**src/hdl/regfileA_config.svh**
```systemverilog
`ifndef REGFILEA_CONFIG_SVH
`define REGFILEA_CONFIG_SVH

// Datapath word width.
`define DATA_WIDTH 32

// Register file A geometry.
`define REG_COUNT 16
`define REG_INDEX_WIDTH 4

// Fixed destinations for branch-and-link and interrupt entry.
`define LINK_REG 15
`define EPC_REG 14

// Byte address width of the APB slave.
`define APB_ADDR_WIDTH 8

`endif
```
**src/hdl/controllerPkg.sv**
```systemverilog
`default_nettype none

package controllerPkg;

    // Low byte of the instruction word.
    typedef enum logic [7:0] {
        NOP     = 8'h00,
        LSR_R   = 8'h01,
        MUI_I   = 8'h02,
        BRL_RR  = 8'h03,
        ADD_R   = 8'h04,
        SUB_I   = 8'h05,
        XOR_R   = 8'h06,
        LDD_RR  = 8'h07,
        LDBS_RR = 8'h08,
        LDWS_RR = 8'h09,
        LDBU_RR = 8'h0A,
        LDWU_RR = 8'h0B
    } opcodes;

    typedef enum logic [3:0] {
        IDLE      = 4'd0,
        DECODE    = 4'd1,
        LOAD      = 4'd2,
        EXECUTE0  = 4'd3,
        EXECUTE1  = 4'd4,
        MEMORY0   = 4'd5,
        MEMORY1   = 4'd6,
        MEMORY2   = 4'd7,
        MEMORY3   = 4'd8,
        WRITEBACK = 4'd9,
        INTERRUPT = 4'd10
    } states;

    // Write port source and extension for register file A.
    typedef enum logic [3:0] {
        NO_OP      = 4'd0,
        SYSREG_DRL = 4'd1,
        AREG_DRL   = 4'd2,
        NEXTPC_LR  = 4'd3,
        RESULT_DRL = 4'd4,
        DWORD_DRL  = 4'd5,
        SBYTE_DRL  = 4'd6,
        SWORD_DRL  = 4'd7,
        UBYTE_DRL  = 4'd8,
        UWORD_DRL  = 4'd9,
        NEXTPC_EPC = 4'd10
    } controlBus;

endpackage

`default_nettype wire

```
**src/hdl/regfileAControlTop.sv**
```systemverilog
`default_nettype none

`include "regfileA_config.svh"

module regfileAControlTop (
    input  logic                          clk,
    input  logic                          reset,
    input  logic [`APB_ADDR_WIDTH-1:0]    paddr,
    input  logic                          psel,
    input  logic                          penable,
    input  logic                          pwrite,
    input  logic [`DATA_WIDTH-1:0]        pwdata,
    output logic [`DATA_WIDTH-1:0]        prdata,
    output logic                          pready,
    output logic                          pslverr
);

    logic                          issueValid;
    logic [`DATA_WIDTH-1:0]        instructionWord;
    logic [`DATA_WIDTH-1:0]        aluResult;
    logic [`DATA_WIDTH-1:0]        loadData;
    logic [`DATA_WIDTH-1:0]        sysregValue;
    logic                          freeze;
    logic                          interruptRequest;
    logic [`REG_INDEX_WIDTH-1:0]   readIndex;
    logic [`DATA_WIDTH-1:0]        readData;
    controllerPkg::states          state;
    controllerPkg::opcodes         opcode;
    logic [`REG_INDEX_WIDTH-1:0]   destination;
    logic [`DATA_WIDTH/2-1:0]      immediate;
    logic [`DATA_WIDTH-1:0]        nextPc;
    logic                          busy;
    logic                          advance;
    controllerPkg::controlBus      regfileAControl;
    logic [`DATA_WIDTH-1:0]        operand;

    apbHostInterface hostIf (
        .clk, .reset, .paddr, .psel, .penable, .pwrite, .pwdata,
        .prdata, .pready, .pslverr, .busy, .readData,
        .issueValid, .instructionWord, .aluResult, .loadData, .sysregValue,
        .freeze, .interruptRequest, .readIndex
    );

    instructionSequencer sequencer (
        .clk, .reset, .issueValid, .instructionWord, .freeze, .interruptRequest,
        .state, .opcode, .destination, .immediate, .nextPc, .busy, .advance
    );

    // Both side blocks step on the same enable so code and word stay paired.
    regfileAOutputLogic outputLogic (
        .clk, .reset, .enable(advance), .instruction(opcode), .state,
        .regfileAControl
    );

    writebackOperandLatch operandLatch (
        .clk, .reset, .enable(advance), .state, .aluResult, .loadData,
        .sysregValue, .immediate, .nextPc, .operand
    );

    regfileA regs (
        .clk, .reset, .enable(advance), .control(regfileAControl), .operand,
        .destination, .readIndex, .readData
    );

endmodule

`default_nettype wire

```
**src/hdl/regfileA.sv**
```systemverilog
`default_nettype none

`include "regfileA_config.svh"

module regfileA (
    input  logic                          clk,
    input  logic                          reset,
    input  logic                          enable,
    input  controllerPkg::controlBus      control,
    input  logic [`DATA_WIDTH-1:0]        operand,
    input  logic [`REG_INDEX_WIDTH-1:0]   destination,
    input  logic [`REG_INDEX_WIDTH-1:0]   readIndex,
    output logic [`DATA_WIDTH-1:0]        readData
);

    localparam int halfWidth = `DATA_WIDTH / 2;

    logic [`DATA_WIDTH-1:0]      regs [`REG_COUNT];
    logic [`DATA_WIDTH-1:0]      writeValue;
    logic [`REG_INDEX_WIDTH-1:0] writeIndex;

    always_comb begin
        case (control)
            controllerPkg::AREG_DRL:  writeValue = {operand[halfWidth-1:0], {halfWidth{1'b0}}};
            controllerPkg::SBYTE_DRL: writeValue = {{(`DATA_WIDTH-8){operand[7]}}, operand[7:0]};
            controllerPkg::SWORD_DRL: writeValue = {{halfWidth{operand[halfWidth-1]}},
                                                    operand[halfWidth-1:0]};
            controllerPkg::UBYTE_DRL: writeValue = {{(`DATA_WIDTH-8){1'b0}}, operand[7:0]};
            controllerPkg::UWORD_DRL: writeValue = {{halfWidth{1'b0}}, operand[halfWidth-1:0]};
            default:                  writeValue = operand;
        endcase
    end

    always_comb begin
        case (control)
            controllerPkg::NEXTPC_LR:  writeIndex = `REG_INDEX_WIDTH'(`LINK_REG);
            controllerPkg::NEXTPC_EPC: writeIndex = `REG_INDEX_WIDTH'(`EPC_REG);
            default:                   writeIndex = destination;
        endcase
    end

    always_ff @(posedge clk or posedge reset) begin
        if (reset) begin
            for (int i = 0; i < `REG_COUNT; i++) begin
                regs[i] <= '0;
            end
        end else if (enable && control != controllerPkg::NO_OP) begin
            regs[writeIndex] <= writeValue;
        end
    end

    assign readData = regs[readIndex]; // Asynchronous read port.

endmodule

`default_nettype wire

```
**src/hdl/writebackOperandLatch.sv**
```systemverilog
`default_nettype none

`include "regfileA_config.svh"

module writebackOperandLatch (
    input  logic                        clk,
    input  logic                        reset,
    input  logic                        enable,
    input  controllerPkg::states        state,
    input  logic [`DATA_WIDTH-1:0]      aluResult,
    input  logic [`DATA_WIDTH-1:0]      loadData,
    input  logic [`DATA_WIDTH-1:0]      sysregValue,
    input  logic [`DATA_WIDTH/2-1:0]    immediate,
    input  logic [`DATA_WIDTH-1:0]      nextPc,
    output logic [`DATA_WIDTH-1:0]      operand
);

    logic [`DATA_WIDTH-1:0] operandNext;

    always_comb begin
        case (state)
            controllerPkg::DECODE:    operandNext = sysregValue;
            controllerPkg::LOAD:      operandNext = {{(`DATA_WIDTH/2){1'b0}}, immediate};
            controllerPkg::EXECUTE0,
            controllerPkg::INTERRUPT: operandNext = nextPc;
            controllerPkg::EXECUTE1:  operandNext = aluResult;
            controllerPkg::MEMORY3:   operandNext = loadData;
            default:                  operandNext = operand; // Keep last word.
        endcase
    end

    always_ff @(posedge clk or posedge reset) begin
        if (reset) begin
            operand <= '0;
        end else if (enable) begin
            operand <= operandNext;
        end
    end

endmodule

`default_nettype wire

```
**src/hdl/regfileAOutputLogic.sv**
```systemverilog
`default_nettype none

module regfileAOutputLogic (
    input  logic                     clk,
    input  logic                     reset,
    input  logic                     enable,
    input  controllerPkg::opcodes    instruction,
    input  controllerPkg::states     state,
    output controllerPkg::controlBus regfileAControl
);

    controllerPkg::controlBus regfileAControlNext;

    always_ff @(posedge clk or posedge reset) begin
        if (reset) begin
            regfileAControl <= controllerPkg::NO_OP;
        end else if (enable) begin
            regfileAControl <= regfileAControlNext; // Holds while stalled.
        end
    end

    always_comb begin
        regfileAControlNext = controllerPkg::NO_OP;

        case (state)
            controllerPkg::DECODE: begin
                if (instruction == controllerPkg::LSR_R) begin
                    regfileAControlNext = controllerPkg::SYSREG_DRL;
                end
            end

            controllerPkg::LOAD: begin
                if (instruction == controllerPkg::MUI_I) begin
                    regfileAControlNext = controllerPkg::AREG_DRL;
                end
            end

            controllerPkg::EXECUTE0: begin
                if (instruction == controllerPkg::BRL_RR) begin
                    regfileAControlNext = controllerPkg::NEXTPC_LR;
                end
            end

            controllerPkg::EXECUTE1: begin
                case (instruction)
                    controllerPkg::ADD_R,
                    controllerPkg::SUB_I,
                    controllerPkg::XOR_R:   regfileAControlNext = controllerPkg::RESULT_DRL;
                    default:                regfileAControlNext = controllerPkg::NO_OP;
                endcase
            end

            // Load width picks the extension.
            controllerPkg::MEMORY3: begin
                case (instruction)
                    controllerPkg::LDD_RR:  regfileAControlNext = controllerPkg::DWORD_DRL;
                    controllerPkg::LDBS_RR: regfileAControlNext = controllerPkg::SBYTE_DRL;
                    controllerPkg::LDWS_RR: regfileAControlNext = controllerPkg::SWORD_DRL;
                    controllerPkg::LDBU_RR: regfileAControlNext = controllerPkg::UBYTE_DRL;
                    controllerPkg::LDWU_RR: regfileAControlNext = controllerPkg::UWORD_DRL;
                    default:                regfileAControlNext = controllerPkg::NO_OP;
                endcase
            end

            controllerPkg::INTERRUPT: begin
                regfileAControlNext = controllerPkg::NEXTPC_EPC;
            end

            default: begin
                regfileAControlNext = controllerPkg::NO_OP;
            end
        endcase
    end

endmodule

`default_nettype wire

```
**src/hdl/instructionSequencer.sv**
```systemverilog
`default_nettype none

`include "regfileA_config.svh"

module instructionSequencer (
    input  logic                          clk,
    input  logic                          reset,
    input  logic                          issueValid,
    input  logic [`DATA_WIDTH-1:0]        instructionWord,
    input  logic                          freeze,
    input  logic                          interruptRequest,
    output controllerPkg::states          state,
    output controllerPkg::opcodes         opcode,
    output logic [`REG_INDEX_WIDTH-1:0]   destination,
    output logic [`DATA_WIDTH/2-1:0]      immediate,
    output logic [`DATA_WIDTH-1:0]        nextPc,
    output logic                          busy,
    output logic                          advance
);

    logic [`DATA_WIDTH-1:0] instructionReg;
    logic [`DATA_WIDTH-1:0] pc;
    logic                   interruptPending;
    controllerPkg::states   stateNext;

    assign advance     = ~freeze;
    assign busy        = (state != controllerPkg::IDLE);
    assign opcode      = controllerPkg::opcodes'(instructionReg[7:0]);
    assign destination = instructionReg[8 +: `REG_INDEX_WIDTH];
    assign immediate   = instructionReg[`DATA_WIDTH-1 -: `DATA_WIDTH/2];
    assign nextPc      = pc + 4;

    always_comb begin
        case (state)
            controllerPkg::IDLE:      stateNext = issueValid ? controllerPkg::DECODE
                                                             : controllerPkg::IDLE;
            controllerPkg::DECODE:    stateNext = controllerPkg::LOAD;
            controllerPkg::LOAD:      stateNext = controllerPkg::EXECUTE0;
            controllerPkg::EXECUTE0:  stateNext = controllerPkg::EXECUTE1;
            controllerPkg::EXECUTE1:  stateNext = controllerPkg::MEMORY0;
            controllerPkg::MEMORY0:   stateNext = controllerPkg::MEMORY1;
            controllerPkg::MEMORY1:   stateNext = controllerPkg::MEMORY2;
            controllerPkg::MEMORY2:   stateNext = controllerPkg::MEMORY3;
            controllerPkg::MEMORY3:   stateNext = controllerPkg::WRITEBACK;
            controllerPkg::WRITEBACK: stateNext = interruptPending ? controllerPkg::INTERRUPT
                                                                   : controllerPkg::IDLE;
            default:                  stateNext = controllerPkg::IDLE;
        endcase
    end

    // Issue is taken in IDLE even while frozen.
    always_ff @(posedge clk or posedge reset) begin
        if (reset) begin
            state <= controllerPkg::IDLE;
        end else if (advance || state == controllerPkg::IDLE) begin
            state <= stateNext;
        end
    end

    always_ff @(posedge clk) begin
        if (state == controllerPkg::IDLE && issueValid) begin
            instructionReg <= instructionWord;
        end
    end

    always_ff @(posedge clk or posedge reset) begin
        if (reset) begin
            pc               <= '0;
            interruptPending <= 1'b0;
        end else begin
            if (advance && state == controllerPkg::WRITEBACK) begin
                pc <= nextPc;
            end
            if (advance && state == controllerPkg::INTERRUPT) begin
                interruptPending <= 1'b0;
            end
            if (interruptRequest) begin
                interruptPending <= 1'b1; // A new request wins over the clear.
            end
        end
    end

endmodule

`default_nettype wire

```
**src/hdl/apbHostInterface.sv**
```systemverilog
`default_nettype none

`include "regfileA_config.svh"

module apbHostInterface (
    input  logic                          clk,
    input  logic                          reset,
    input  logic [`APB_ADDR_WIDTH-1:0]    paddr,
    input  logic                          psel,
    input  logic                          penable,
    input  logic                          pwrite,
    input  logic [`DATA_WIDTH-1:0]        pwdata,
    output logic [`DATA_WIDTH-1:0]        prdata,
    output logic                          pready,
    output logic                          pslverr,
    input  logic                          busy,
    input  logic [`DATA_WIDTH-1:0]        readData,
    output logic                          issueValid,
    output logic [`DATA_WIDTH-1:0]        instructionWord,
    output logic [`DATA_WIDTH-1:0]        aluResult,
    output logic [`DATA_WIDTH-1:0]        loadData,
    output logic [`DATA_WIDTH-1:0]        sysregValue,
    output logic                          freeze,
    output logic                          interruptRequest,
    output logic [`REG_INDEX_WIDTH-1:0]   readIndex
);

    localparam logic [`APB_ADDR_WIDTH-1:0] instrAddr   = 'h00;
    localparam logic [`APB_ADDR_WIDTH-1:0] aluAddr     = 'h04;
    localparam logic [`APB_ADDR_WIDTH-1:0] loadAddr    = 'h08;
    localparam logic [`APB_ADDR_WIDTH-1:0] sysregAddr  = 'h0C;
    localparam logic [`APB_ADDR_WIDTH-1:0] statusAddr  = 'h10;
    localparam logic [`APB_ADDR_WIDTH-1:0] irqAddr     = 'h14;
    localparam logic [`APB_ADDR_WIDTH-1:0] regFirst    = 'h40;
    localparam logic [`APB_ADDR_WIDTH-1:0] regLast     = 'h7C;

    logic accessPhase;
    logic isRegRead;
    logic mapped;
    logic stall;
    logic writeFire;

    assign accessPhase = psel & penable;
    assign isRegRead   = (paddr >= regFirst) && (paddr <= regLast) && (paddr[1:0] == 2'b00);
    assign readIndex   = paddr[2 +: `REG_INDEX_WIDTH]; // Word offset within r0..r15.

    // Write-only offsets are errors on a read, and the reverse.
    assign mapped = pwrite ? (paddr == instrAddr) || (paddr == aluAddr) ||
                             (paddr == loadAddr) || (paddr == sysregAddr) ||
                             (paddr == statusAddr) || (paddr == irqAddr)
                           : (paddr == statusAddr) || isRegRead;

    assign stall   = pwrite && (paddr == instrAddr) && busy; // Hold INSTR until idle.
    assign pready  = accessPhase & ~stall;
    assign pslverr = pready & ~mapped;

    assign writeFire        = pready & pwrite & mapped;
    assign issueValid       = writeFire && (paddr == instrAddr);
    assign instructionWord  = pwdata;
    assign interruptRequest = writeFire && (paddr == irqAddr) && pwdata[0];

    always_ff @(posedge clk or posedge reset) begin
        if (reset) begin
            freeze <= 1'b0;
        end else if (writeFire && (paddr == statusAddr)) begin
            freeze <= pwdata[1]; // Busy bit is read only.
        end
    end

    always_ff @(posedge clk) begin
        if (writeFire && (paddr == aluAddr)) begin
            aluResult <= pwdata;
        end
        if (writeFire && (paddr == loadAddr)) begin
            loadData <= pwdata;
        end
        if (writeFire && (paddr == sysregAddr)) begin
            sysregValue <= pwdata;
        end
    end

    always_comb begin
        prdata = '0;
        if (accessPhase && !pwrite) begin
            if (paddr == statusAddr) begin
                prdata[1:0] = {freeze, busy};
            end else if (isRegRead) begin
                prdata = readData;
            end
        end
    end

endmodule

`default_nettype wire

```
**config.mk**
```make
export PLATFORM = sky130hd
export DESIGN_NAME = regfileAControlTop
export DESIGN_NICKNAME = d
export VERILOG_FILES = /design/src/hdl/controllerPkg.sv /design/src/hdl/regfileAControlTop.sv /design/src/hdl/regfileA.sv /design/src/hdl/writebackOperandLatch.sv /design/src/hdl/regfileAOutputLogic.sv /design/src/hdl/instructionSequencer.sv /design/src/hdl/apbHostInterface.sv
export VERILOG_INCLUDE_DIRS = /design/src /design/src/hdl
export SDC_FILE = /design/constraint.sdc
export NUM_CORES = 2
export LEC_CHECK = 0
export BUFFER_PORTS_ARGS = -buffer_cell sky130_fd_sc_hd__buf_2
export CAP_MARGIN = 10
export CORE_MARGIN = 4
export CORE_UTILIZATION = 67
export CTS_CLUSTER_DIAMETER = 150
export CTS_CLUSTER_SIZE = 12
export DETAILED_ROUTE_END_ITERATION = 10
export PLACE_DENSITY = 0.95
export SLEW_MARGIN = 20
export SYNTH_ARGS = -nofsm -noshare
export SYNTH_HDL_FRONTEND = slang
export SYNTH_SLANG_ARGS = --single-unit
```
**constraint.sdc**
```tcl
create_clock -name clk -period 41.5 [get_ports clk]
set_clock_uncertainty 0.15 [all_clocks]
set_input_delay 2.075 -clock clk [delete_from_list [all_inputs] [get_ports clk]]
set_output_delay 2.075 -clock clk [all_outputs]
set_load 0.02 [all_outputs]
```
==> impl_results.md <==
- Pwr dens: 64.3 mW/mm^2
- Main flop type after synthesis: dfrtp_1
- Clock Path Buffers: 3
- Number of global-route vias before repair: 26100
- CP peak stage delay: 0.91 ns
- Max-slew violations: 0
- Dpl hpwl: 49.4 mm
- Antenna Violating Nets Remaining: 0
- Largest net degree at the start of global routing: 182
- Tmin final: 7.86 ns
- Startpoint types: input port
- Cells after DPL: 3193
- Post-CTS setup buffer count: 0
- Period utilization: 18.9%
- Cts repair resizes: 0
- RSZ-0062 raised after global routing: false
- Syn nets: 2732
- Row count: 78
- Max-Cap Viols: 0
- CTS clock-pin slew for the worst setup and hold paths: 0.06 ns
- Initial Util: 68.1%
- Initial antenna violation count: 3
- Mapped Cells: 2686
- WL/cell: 28.7 microns
- Worst Path Required: 39.27 ns
- Placeable Area: 0.0457 sq mm
- Post-Syn Area: 0.0311 sq mm
- Share of layout cells above drive strength 1: 15.0%
- LEAKAGE: 14.2 nW
- Hold Slack: 0.328 ns
- Relative slew margins: 22.3%
- Commonest non-fill, non-tap cell in the layout: dfrtp_1
- Synth cell types: 73
- Full die area: 0.0499 sq mm
- Via count: 24900
- RePlAce Congestion: 0.938
- # IOs: 79
- DRT Wirelength: 94.1 mm
- Final setup viols: 0
- Worst Path Max Fanout: 79
- Fin. Hold Viols: 0
- Die height: 223 microns
- Clock Tree Root: clkbuf_16
- # diodes: 0
- Synth-to-layout area growth: 8.57%
- Number of vias per cell: 7.58
- Worst-Margin Slew: 1.16 ns
- Most frequent cells in the layout: dfrtp_1 (584), nand2_1 (527), o21ai_0 (456)
- Yosys warns: 0
- CTS Hold Buffers Added: 0
- Syn avg cell area: 11.6 sq um
- Non-Filler Instances: 3283
- Final routed DRC violation total: 0
- CTS tree: built
- Outcome: finished, final reports clean
- EDFF count, synth: 124
- CTS Sinks: 708
- Clock Latency Late Sink: 0.62 ns
- Async SR Flop Fraction: 82.5%
- Total gr overflow: 0
- Seq/Total Area, Yosys: 59.0%
- Fillers: 2421
- Worst-path cell chain: clkbuf_8, buf_4, mux4_2, mux2_2, o21ai_0, o22ai_1, buf_2
- First-pass GRT wire length: 145 mm
- Nets@finish: 2710
- Initial drt markers: 5012
- Tightest Hold Check Type: flip-flop to flip-flop
- Final setup TNS: 0 ns
- Critical Path AT: 5.64 ns
- Crit-path slowest cell: buf_4
- FF+latch count, synth: 708
- H-tree levels: 3
- CP endpoint kind: output pin
- CTS Buf Count: 68
- CP Class: input port to output pin
- Maximum vdd drop: 0.0497 mV
- F_max: 0.127 GHz
- Total GRT Usage: 37.5%
- Drt pass-1 iters: 9
- Buffers on Ports: 78
- Die width: 223 microns
- Final core utilization: 73.9%
-- logic make-up (layout without fill, tap and decap cells) --
logic type               count (synthesis)  after routing  synth area share, %
AO/OA/AOI/OAI                          672            672                 12.3
XOR/XNOR                                55             55                 1.55
adder cells (fa/ha/maj)                  1              1               0.0402
buffers and inverters                  280            277                 3.61
flip-flops                             708            708                 59.0
multiplexers                           198            198                 12.7
AND/OR/NAND/NOR                        772            772                 10.8
-- worst max-delay path: cells and delay by family --
| kind | cells | cell delay (ns) |
|---|---|---|
| AO/OA/AOI/OAI | 2 | 0.77 |
| buffers and inverters | 3 | 1.80 |
| multiplexers | 2 | 0.91 |
-- final timing paths --
path,slack (ns),depth (start not counted),to,startpoint
max,33.64,7,prdata[1],paddr[2]
min,0.33,2,regs.regs[24]$_DFFE_PP0P_,regs.regs[24]$_DFFE_PP0P_
max reg2reg,38.11,6,operandLatch.operand[26]$_DFFE_PP0P_,sequencer.state[3]$_DFFE_PP0P_
min reg2reg,0.33,2,regs.regs[24]$_DFFE_PP0P_,regs.regs[24]$_DFFE_PP0P_
max in group asynchronous,37.89,4,regs.regs[172]$_DFFE_PP0P_,reset
min in group asynchronous,1.43,2,regs.regs[285]$_DFFE_PP0P_,reset
-- power by group --
| group | total, mW | leakage [nW] | internal, mW | switching, mW |
|---|---|---|---|---|
| Combinational | 0.589 | 4.16 | 0.217 | 0.373 |
| Clock | 0.568 | 0.906 | 0.305 | 0.263 |
| Sequential | 1.01 | 9.11 | 0.873 | 0.142 |
| Total | 2.17 | 14.2 | 1.39 | 0.777 |
-- cell usage after synthesis (6+ instances only) --
cell | n | area [sq um]
dfrtp_1 | 584 | 14600
nand2_1 | 527 | 1980
o21ai_0 | 456 | 2280
clkbuf_1 | 165 | 619
mux4_2 | 158 | 3560
edfxtp_1 | 124 | 3720
nor2_1 | 74 | 278
inv_1 | 52 | 195
a21oi_1 | 47 | 235
buf_2 | 45 | 225
nor2b_1 | 40 | 250
mux2i_1 | 36 | 360
o21ai_1 | 32 | 160
nand3_1 | 29 | 145
xor2_1 | 29 | 254
a221oi_1 | 27 | 236
xnor2_1 | 26 | 228
a22o_1 | 24 | 210
nor3_1 | 19 | 95.1
nand4_1 | 15 | 93.8
o22ai_1 | 13 | 81.3
buf_1 | 12 | 45.0
and3_1 | 10 | 62.6
a31oi_1 | 9 | 56.3
a222oi_1 | 8 | 80.1
nor4_1 | 8 | 50.1
a22oi_1 | 7 | 52.6
nor3b_1 | 6 | 45.0
o211ai_1 | 6 | 45.0
o221ai_1 | 6 | 52.6
or3_1 | 6 | 37.5
-- layer usage --
layer / GRT usage [%] / part of all wire [%] / vias up
met5: 0 / 0.022 / -
met4: 27.2 / 9.0 / 4
met3: 12.1 / 14 / 801
met2: 57.0 / 46 / 2681
met1: 45.4 / 31 / 11900
li1: - / - / 9494
-- registers in the layout, indices dropped and copies added, names as in the netlist --
signal                       count
regs.regs                      512
hostIf.aluResult                32
hostIf.loadData                 32
hostIf.sysregValue              32
operandLatch.operand            32
sequencer.pc                    30
sequencer.instructionReg        28
outputLogic.regfileAControl      4
sequencer.state                  4
hostIf.freeze                    1
sequencer.interruptPending       1
-- layout make-up --
class | count | area [sq um] | area share (%)
sequential | 708 | 18300 | 54.3
tap | 600 | 751 | 2.22
inverter | 53 | 211 | 0.626
timing repair buffer | 135 | 863 | 2.56
clock inverter | 4 | 53.8 | 0.159
multi-input combinational | 1698 | 11700 | 34.8
clock buffer | 85 | 1810 | 5.36
-- through the flow --
stage	power (mW)	setup slack, ns	cell area (sq um)
global route	2.24	33.42	33800
CTS	2.13	33.70	33700
finish	2.17	33.64	33800
global placement	1.48	33.87	31800
floorplan	1.34	22.93	31100
detailed placement	1.54	33.77	31800
No activity file was read; power rests on OpenSTA's default activity.
